<file path="config.mk">
export PLATFORM = sky130hd
export DESIGN_NAME = alu_cluster
export DESIGN_NICKNAME = d
export VERILOG_FILES = /design/src/rtl/alu_pkg.sv /design/src/rtl/div_int.sv /design/src/rtl/alu.sv /design/src/rtl/issue_dispatch.sv /design/src/rtl/result_merge.sv /design/src/rtl/alu_cluster.sv
export SDC_FILE = /design/constraint.sdc
export NUM_CORES = 2
export LEC_CHECK = 0
export BUFFER_PORTS_ARGS = -buffer_cell sky130_fd_sc_hd__buf_4
export CAP_MARGIN = 5
export CORE_AREA = 5 5 344 346
export DETAILED_ROUTE_END_ITERATION = 8
export DIE_AREA = 0 0 349 351
export GPL_TIMING_DRIVEN = 0
export SLEW_MARGIN = 20
export SYNTH_ARGS = -nofsm -noshare
export SYNTH_HDL_FRONTEND = slang
export SYNTH_SLANG_ARGS = --single-unit
</file>
<file path="constraint.sdc">
create_clock -name clk -period 5.85 [get_ports clk]
set_clock_uncertainty 0.1 [all_clocks]
set_input_delay 0 -clock clk [delete_from_list [all_inputs] [get_ports clk]]
set_output_delay 0 -clock clk [all_outputs]
set_load 0.01 [all_outputs]
</file>
<file path="src/rtl/alu_pkg.sv">
`default_nettype none

package alu_pkg;

        parameter int operand_width = 32;

        // Encoding is shared with the trace file of the testbench
        typedef enum logic [4:0] {
                op_sll   = 5'd0,
                op_srl   = 5'd1,
                op_sra   = 5'd2,
                op_add   = 5'd3,
                op_sub   = 5'd4,
                op_lui   = 5'd5,
                op_auipc = 5'd6,
                op_xor   = 5'd7,
                op_or    = 5'd8,
                op_and   = 5'd9,
                op_slt   = 5'd10,
                op_sltu  = 5'd11,
                op_div   = 5'd12,
                op_divu  = 5'd13,
                op_rem   = 5'd14,
                op_remu  = 5'd15
        } alu_op_t;

        typedef struct packed {
                alu_op_t                  op;
                logic [operand_width-1:0] a;
                logic [operand_width-1:0] b;
        } alu_issue_t;

        typedef struct packed {
                logic [operand_width-1:0] value;
                logic                     zero;  // Set when value is 0
        } alu_result_t;

endpackage

`default_nettype wire

</file>
<file path="src/rtl/div_int.sv">
`timescale 1ns/1ns
`default_nettype none

module div_int
(
        input  logic                              clk,
        input  logic                              arst_n,
        input  logic                              start,
        input  logic [alu_pkg::operand_width-1:0] a,
        input  logic [alu_pkg::operand_width-1:0] b,
        input  logic                              is_signed,
        output logic                              busy,
        output logic                              done,
        output logic [alu_pkg::operand_width-1:0] quot,
        output logic [alu_pkg::operand_width-1:0] rem
);

        localparam int w = alu_pkg::operand_width;

        logic [$clog2(w)-1:0] count;
        logic [w-1:0] divisor;
        logic [w-1:0] q_reg;  // Dividend bits leave at the top as quotient bits enter below
        logic [w-1:0] r_reg;
        logic q_neg;
        logic r_neg;
        logic dbz;
        logic a_neg;
        logic b_neg;
        logic [w:0] r_shift;
        logic [w:0] r_diff;
        logic fits;

        assign a_neg   = is_signed & a[w-1];
        assign b_neg   = is_signed & b[w-1];
        assign r_shift = {r_reg, q_reg[w-1]};
        assign r_diff  = r_shift - {1'b0, divisor};
        assign fits    = r_shift >= {1'b0, divisor};

        always_ff @(posedge clk or negedge arst_n)
        begin
                if (!arst_n)
                begin
                        busy  <= 1'b0;
                        done  <= 1'b0;
                        count <= '0;
                end
                else
                begin
                        done <= 1'b0;
                        if (start)
                        begin
                                busy  <= 1'b1;
                                count <= '0;
                        end
                        else if (busy)
                        begin
                                count <= count + 1'b1;
                                if (&count)  // Last of the w steps
                                begin
                                        busy <= 1'b0;
                                        done <= 1'b1;
                                end
                        end
                end
        end

        // Setup cycle takes magnitudes, then one restoring step per cycle
        always_ff @(posedge clk)
        begin
                if (start)
                begin
                        divisor <= b_neg ? -b : b;
                        q_reg   <= a_neg ? -a : a;
                        r_reg   <= '0;
                        q_neg   <= a_neg ^ b_neg;
                        r_neg   <= a_neg;
                        dbz     <= b == '0;
                end
                else if (busy)
                begin
                        q_reg <= {q_reg[w-2:0], fits};
                        r_reg <= fits ? r_diff[w-1:0] : r_shift[w-1:0];
                end
        end

        // Remainder keeps the sign of the dividend
        assign quot = dbz ? '1 : (q_neg ? -q_reg : q_reg);
        assign rem  = r_neg ? -r_reg : r_reg;

        a_start_idle : assert property (@(posedge clk) disable iff (!arst_n) start |-> !busy)
                else $error("divider started while busy");

endmodule

`default_nettype wire

</file>
<file path="src/rtl/alu.sv">
`timescale 1ns/1ns
`default_nettype none

module alu
(
        input  logic                 clk,
        input  logic                 arst_n,
        input  logic                 start,
        input  alu_pkg::alu_issue_t  issue,
        input  logic                 drain,
        output logic                 idle,
        output logic                 done,
        output alu_pkg::alu_result_t result
);

        localparam int w = alu_pkg::operand_width;

        logic [4:0] shamt;
        logic [w-1:0] upper_imm;
        logic [w-1:0] single_value;
        logic [w-1:0] div_quot;
        logic [w-1:0] div_rem;
        logic [w-1:0] div_value;
        logic is_div;
        logic div_signed;
        logic div_start;
        logic div_busy;
        logic div_done;
        logic rem_sel;

        assign shamt      = issue.b[4:0];
        assign upper_imm  = {issue.b[19:0], 12'h000};
        assign is_div     = issue.op inside {alu_pkg::op_div, alu_pkg::op_divu,
                                             alu_pkg::op_rem, alu_pkg::op_remu};
        assign div_signed = issue.op inside {alu_pkg::op_div, alu_pkg::op_rem};
        assign div_start  = start & is_div;
        assign div_value  = rem_sel ? div_rem : div_quot;

        always_comb
        begin
                case (issue.op)
                        alu_pkg::op_sll:   single_value = issue.a << shamt;
                        alu_pkg::op_srl:   single_value = issue.a >> shamt;
                        alu_pkg::op_sra:   single_value = $signed(issue.a) >>> shamt;
                        alu_pkg::op_add:   single_value = issue.a + issue.b;
                        alu_pkg::op_sub:   single_value = issue.a - issue.b;
                        alu_pkg::op_lui:   single_value = upper_imm;
                        alu_pkg::op_auipc: single_value = issue.a + upper_imm;
                        alu_pkg::op_xor:   single_value = issue.a ^ issue.b;
                        alu_pkg::op_or:    single_value = issue.a | issue.b;
                        alu_pkg::op_and:   single_value = issue.a & issue.b;
                        alu_pkg::op_slt:   single_value = w'($signed(issue.a) < $signed(issue.b));
                        alu_pkg::op_sltu:  single_value = w'(issue.a < issue.b);
                        default:           single_value = '0;
                endcase
        end

        // Lane is busy from start until the merger drains it
        assign idle = !(done | div_busy | div_done);

        always_ff @(posedge clk or negedge arst_n)
        begin
                if (!arst_n)
                        done <= 1'b0;
                else if (drain)
                        done <= 1'b0;
                else if ((start && !is_div) || div_done)
                        done <= 1'b1;
        end

        always_ff @(posedge clk)
        begin
                if (start)
                        rem_sel <= issue.op inside {alu_pkg::op_rem, alu_pkg::op_remu};
                if (start && !is_div)
                begin
                        result.value <= single_value;
                        result.zero  <= single_value == '0;
                end
                else if (div_done)
                begin
                        result.value <= div_value;
                        result.zero  <= div_value == '0;
                end
        end

        div_int u_div
        (
                .clk       (clk),
                .arst_n    (arst_n),
                .start     (div_start),
                .a         (issue.a),
                .b         (issue.b),
                .is_signed (div_signed),
                .busy      (div_busy),
                .done      (div_done),
                .quot      (div_quot),
                .rem       (div_rem)
        );

        a_drain_done : assert property (@(posedge clk) disable iff (!arst_n) drain |-> done)
                else $error("lane drained without a finished result");

endmodule

`default_nettype wire

</file>
<file path="src/rtl/issue_dispatch.sv">
`timescale 1ns/1ns
`default_nettype none

module issue_dispatch
#(
        parameter int NUM_LANES = 4
)
(
        input  logic                 clk,
        input  logic                 arst_n,
        input  alu_pkg::alu_issue_t  issue,
        input  logic                 issue_valid,
        output logic                 ready,
        input  logic [NUM_LANES-1:0] lane_idle,
        output logic [NUM_LANES-1:0] lane_start,
        output alu_pkg::alu_issue_t  lane_issue
);

        localparam int ptr_w = (NUM_LANES > 1) ? $clog2(NUM_LANES) : 1;

        logic [ptr_w-1:0] ptr;
        logic accept;

        // Only the lane next in turn may take an operation
        assign ready  = lane_idle[ptr];
        assign accept = issue_valid & ready;

        always_ff @(posedge clk or negedge arst_n)
        begin
                if (!arst_n)
                begin
                        ptr        <= '0;
                        lane_start <= '0;
                end
                else
                begin
                        lane_start <= '0;
                        if (accept)
                        begin
                                lane_start[ptr] <= 1'b1;
                                ptr <= (ptr == ptr_w'(NUM_LANES - 1)) ? '0 : ptr + 1'b1;
                        end
                end
        end

        always_ff @(posedge clk)
        begin
                if (accept)
                        lane_issue <= issue;  // Shared by all lanes, read in the start cycle
        end

        a_issue_ready : assert property (@(posedge clk) disable iff (!arst_n)
                                         issue_valid |-> ready)
                else $error("issue_valid while ready is low");

endmodule

`default_nettype wire

</file>
<file path="src/rtl/result_merge.sv">
`timescale 1ns/1ns
`default_nettype none

module result_merge
#(
        parameter int NUM_LANES = 4
)
(
        input  logic                                  clk,
        input  logic                                  arst_n,
        input  logic [NUM_LANES-1:0]                  lane_done,
        input  alu_pkg::alu_result_t [NUM_LANES-1:0]  lane_result,
        output logic [NUM_LANES-1:0]                  lane_drain,
        output alu_pkg::alu_result_t                  result,
        output logic                                  result_valid
);

        localparam int ptr_w = (NUM_LANES > 1) ? $clog2(NUM_LANES) : 1;

        logic [ptr_w-1:0] ptr;
        logic take;

        // Following the same turn order as the dispatcher keeps issue order
        assign take = lane_done[ptr];

        always_ff @(posedge clk or negedge arst_n)
        begin
                if (!arst_n)
                begin
                        ptr          <= '0;
                        lane_drain   <= '0;
                        result_valid <= 1'b0;
                end
                else
                begin
                        lane_drain   <= '0;
                        result_valid <= take;
                        if (take)
                        begin
                                lane_drain[ptr] <= 1'b1;
                                ptr <= (ptr == ptr_w'(NUM_LANES - 1)) ? '0 : ptr + 1'b1;
                        end
                end
        end

        always_ff @(posedge clk)
        begin
                if (take)
                        result <= lane_result[ptr];
        end

endmodule

`default_nettype wire

</file>
<file path="src/rtl/alu_cluster.sv">
`timescale 1ns/1ns
`default_nettype none

module alu_cluster
#(
        parameter int NUM_LANES = 4
)
(
        input  logic                 clk,
        input  logic                 arst_n,
        input  alu_pkg::alu_issue_t  issue,
        input  logic                 issue_valid,
        output logic                 ready,
        output alu_pkg::alu_result_t result,
        output logic                 result_valid
);

        logic [NUM_LANES-1:0] lane_idle;
        logic [NUM_LANES-1:0] lane_start;
        logic [NUM_LANES-1:0] lane_done;
        logic [NUM_LANES-1:0] lane_drain;
        alu_pkg::alu_issue_t lane_issue;
        alu_pkg::alu_result_t [NUM_LANES-1:0] lane_result;

        issue_dispatch #(.NUM_LANES(NUM_LANES)) u_dispatch
        (
                .clk         (clk),
                .arst_n      (arst_n),
                .issue       (issue),
                .issue_valid (issue_valid),
                .ready       (ready),
                .lane_idle   (lane_idle),
                .lane_start  (lane_start),
                .lane_issue  (lane_issue)
        );

        for (genvar i = 0; i < NUM_LANES; i++)
        begin : g_lane
                alu u_alu
                (
                        .clk    (clk),
                        .arst_n (arst_n),
                        .start  (lane_start[i]),
                        .issue  (lane_issue),
                        .drain  (lane_drain[i]),
                        .idle   (lane_idle[i]),
                        .done   (lane_done[i]),
                        .result (lane_result[i])
                );
        end

        result_merge #(.NUM_LANES(NUM_LANES)) u_merge
        (
                .clk          (clk),
                .arst_n       (arst_n),
                .lane_done    (lane_done),
                .lane_result  (lane_result),
                .lane_drain   (lane_drain),
                .result       (result),
                .result_valid (result_valid)
        );

endmodule

`default_nettype wire

</file>
==> run metrics <==
TritonRoute pass-1 iters 9; Netlist cell types 101; data required time of the worst path 6.34 ns; row cnt 125; Final Core Density 0.5209; Tightest Hold Check Type in -> reg; clock tree buffer depth 3; Routed Antenna Nets 0; Final WS setup -0.2133 ns; status complete, but fails checks; root buffer cell clkbuf_16; sequential area share after synthesis 0.3691; largest family of logic cells by synthesized area compound AO/OA/AOI/OAI gates; asr flop ratio synth 0.06627; Worst-Margin Slew 1.355 ns; internal power 17.36 mW; Metal-1 WL 102400 um; final setup vio count 10; Top FF cell, synth edfxtp_1; CP Capture Type flop; EDFF count, synth 506; vias 51000; routed wire length per instance 32.86 um; WS Path Type reg -> reg; vias in the first global route 46400; cts bufs inserted 81; core footprint 0.1151 mm^2; Adder-Cell Fraction of Synth Area 0.07294; Pwr per Cell Area 591.9 mW/mm^2; average cell area after synthesis 8.985 um^2; initial core utilization 0.4444; P&R area growth vs syn 17.22%; Clk pwr share 0.156; final hold vios 0; multiplexer share of the synthesized area 0.06311; RSZ-0062 raised after global routing yes; WP depth 14; Sequential Area 0.01888 mm^2; Switching Share 0.5108; syn nets 6059; Clock Latency Late Sink 0.72 ns; Leak 23.99 nW; Crit Path Max Fanout 10; placed inst area 0.05507 mm^2; final setup TNS -1.197 ns; final wirelength 253600 um; Max Clock Freq 0.1649 GHz; WP buf/inv 3; CP Cell Sequence clkbuf_1 -> nor3b_2 -> nand2_1 -> clkbuf_1 -> clkbuf_2 -> o21ai_1 -> a2111oi_1 -> o2111ai_1 -> nor2_1 -> o221ai_1 -> a21oi_4 -> and4_1 -> and4b_1 -> a31o_1; cell family with most CP delay compound AO/OA/AOI/OAI gates; Final min period 6.063 ns; Rel. slew slack 0.09022; fraction of layout cells with a size suffix above 1 0.09958; I/O Buffers 106; Mapped Cells 5693; clock tree sinks 679; xor/xnor share of the synthesized area 0.07551; CTS clk-pin slew, worst paths 0.06 ns; Top cell by count, worst path clkbuf_1; Top Layer Used met5; failing checks DRC, setup timing; dpl hpwl 199300 um; DRC violations left 20; CP max stage delay 1.03 ns; Worst Path Arrival 6.55 ns; Die W 349 um; pin count of the biggest net entering global routing 59; Critical Path Slowest Stage Cell a2111oi_1; max FFs per register 132; GRT Util Overall 0.3984; first-pass GRT wire length 350300 um; Syn. warnings 0; power consumption 35.49 mW; initial antenna violation count 35; CTS tree done; sequential share of power 0.271; Biggest register g_lane.u_alu.result; max-cap violation count 0; crit share post-route 1.036; die area 0.1225 mm^2; met2 routed WL 98600 um; Post-Synthesis Cell Area 0.05115 mm^2; Yosys reg bits 679; Post-Synth Simple-Gate Area 0.1610; post-DR vias/cell 6.610; fin area 0.05996 mm^2; combinational fraction of design power 0.574; Final #Nets 6473; I/O pin count 107; area of the multi-input gates 0.03062 mm^2; Hold Path Depth 3; worst vdd rail ir drop 467.5 uV; GR Overflow Total 0; Fill cells 10840; fraction of the mapped netlist area in compound gates 0.2121; depth of the CTS H-tree 3; switching pwr 18.13 mW; Final Max Tran Viols 0; metal3 WL 39380 um; R2R cell count 14; Die Span Y 351 um; startpoint type of the worst setup path flop; drt initial violations 7985; GPL Wtd Cong 1.143
-- synth_stat cells, types with 17 or more instances --
cell type	count	share of area
nand2b_1	54	0.0066
o31ai_1	103	0.015
a22oi_1	121	0.018
edfxtp_1	506	0.30
o41ai_1	38	0.0065
clkbuf_1	266	0.020
o21a_1	31	0.0045
nor2_1	392	0.029
o22ai_1	23	0.0028
o211ai_1	36	0.0053
dfxtp_1	128	0.050
a211oi_1	87	0.013
a221oi_1	26	0.0045
a21oi_1	355	0.035
dfrtp_1	45	0.022
a31oi_1	43	0.0053
nand2_1	677	0.050
xnor2_1	184	0.032
nor3_1	104	0.010
buf_1	29	0.0021
or4_1	49	0.0072
and2_1	19	0.0023
ha_1	287	0.070
o21bai_1	17	0.0025
mux4_2	63	0.028
a2111oi_0	22	0.0038
mux2i_1	156	0.031
xor2_1	257	0.044
nand4_1	49	0.0060
nor2b_1	47	0.0057
nor4_1	64	0.0078
or2_2	24	0.0029
o21ai_1	40	0.0039
o21ai_0	438	0.043
and3_1	42	0.0051
a21o_1	91	0.013
a22o_1	35	0.0060
nand3_1	110	0.011
or3_1	44	0.0054
inv_1	284	0.021
-- power by group through the flow --
stage	Combinational, mW	Clock [mW]	Sequential [mW]
4_1_cts	19.2	5.57	9.50
2_1_floorplan	11.6	0	8.65
6_report	20.4	5.53	9.61
3_5_place_dp	18.8	0	9.63
5_1_grt	21.3	5.77	9.69
3_3_place_gp	18.2	0	9.71
-- cell usage in the layout, fill, tap and decap left out, drive strengths merged, types with 91 or more instances in the layout --
cell / netlist / layout
nand2: 677 / 677
edfxtp: 506 / 506
o21ai: 480 / 480
nor2: 392 / 392
clkbuf: 266 / 366
a21oi: 355 / 355
inv: 289 / 299
ha: 287 / 287
xor2: 257 / 257
buf: 54 / 240
xnor2: 184 / 184
mux2i: 156 / 156
dlygate4sd3: 0 / 141
dfxtp: 128 / 128
a22oi: 121 / 121
nand3: 110 / 110
o31ai: 104 / 104
nor3: 104 / 104
a21o: 91 / 91
-- per-stage QoR --
stage,hold slack (ns),worst slack (ns),std cells
floorplan,-0.3956,0.7396,5693
global route,0.1012,-0.04888,7700
CTS,0.04764,0.03550,7681
finish,0.1043,-0.2133,7716
detailed placement,0.07594,-1.888,7378
global placement,0.07076,-2.695,7323
-- worst paths after layout --
path | startpoint | slack [ns] | end
min | issue_valid | 0.10 | u_dispatch.lane_start[3]$_DFF_PN0_
max reg2reg | u_dispatch.lane_issue[66]$_DFFE_PP_ | -0.21 | g_lane[0].u_alu.result[0]$_DFFE_PP_
min reg2reg | u_merge.lane_drain[3]$_DFF_PN0_ | 0.30 | g_lane[3].u_alu.done$_DFFE_PN0P_
max | u_dispatch.lane_issue[66]$_DFFE_PP_ | -0.21 | g_lane[0].u_alu.result[0]$_DFFE_PP_
min in group asynchronous | arst_n | 0.29 | g_lane[1].u_alu.u_div.busy$_DFF_PN0_
max in group asynchronous | arst_n | 4.99 | u_merge.lane_drain[1]$_DFF_PN0_
-- cell families (layout without fill, tap and decap cells) --
family          count (synthesis)  count (layout)
simple gates                 1751            1751
compound gates               1676            1676
flops                         679             679
buf+inv                       611            1094
xor+xnor                      441             441
fa+ha+maj                     294             294
mux                           241             241
other cells                     0              16
-- what timing repair did --
action                                  CTS  global route
endpoints found under the setup margin  106            32
resized for setup                        43            45
hold buffers                            142             0
setup buffers                            11            20
hold endpoints to repair                131             0
pin swaps                                 6             6
-- layer usage --
metal  vias up  global-route usage
li1      21960                   -
met1     24830              0.5527
met2      3595              0.5394
met3       608              0.1738
met4        16              0.1640
met5         -                   0
-- worst register-to-register path, stage by stage, from the launching register on --
cell,delay [ns]
edfxtp_1,0.50
clkbuf_1,0.53
nor3b_2,0.26
nand2_1,0.46
clkbuf_1,0.51
clkbuf_2,0.43
o21ai_1,0.11
a2111oi_1,1.03
o2111ai_1,0.24
nor2_1,0.39
o221ai_1,0.28
a21oi_4,0.39
and4_1,0.24
and4b_1,0.32
a31o_1,0.18
-- layout make-up --
cell class                      count  area share
Antenna cell                       16   0.0006677
Buffer                            315     0.02193
Clock buffer                       97     0.03566
Clock inverter                     55     0.01221
Inverter                          291     0.01834
Multi-Input combinational cell   4403      0.5106
Sequential cell                   679      0.3149
Tap cell                         1524     0.03180
Timing Repair Buffer              336     0.05384
(Power assumes the default switching activity.)
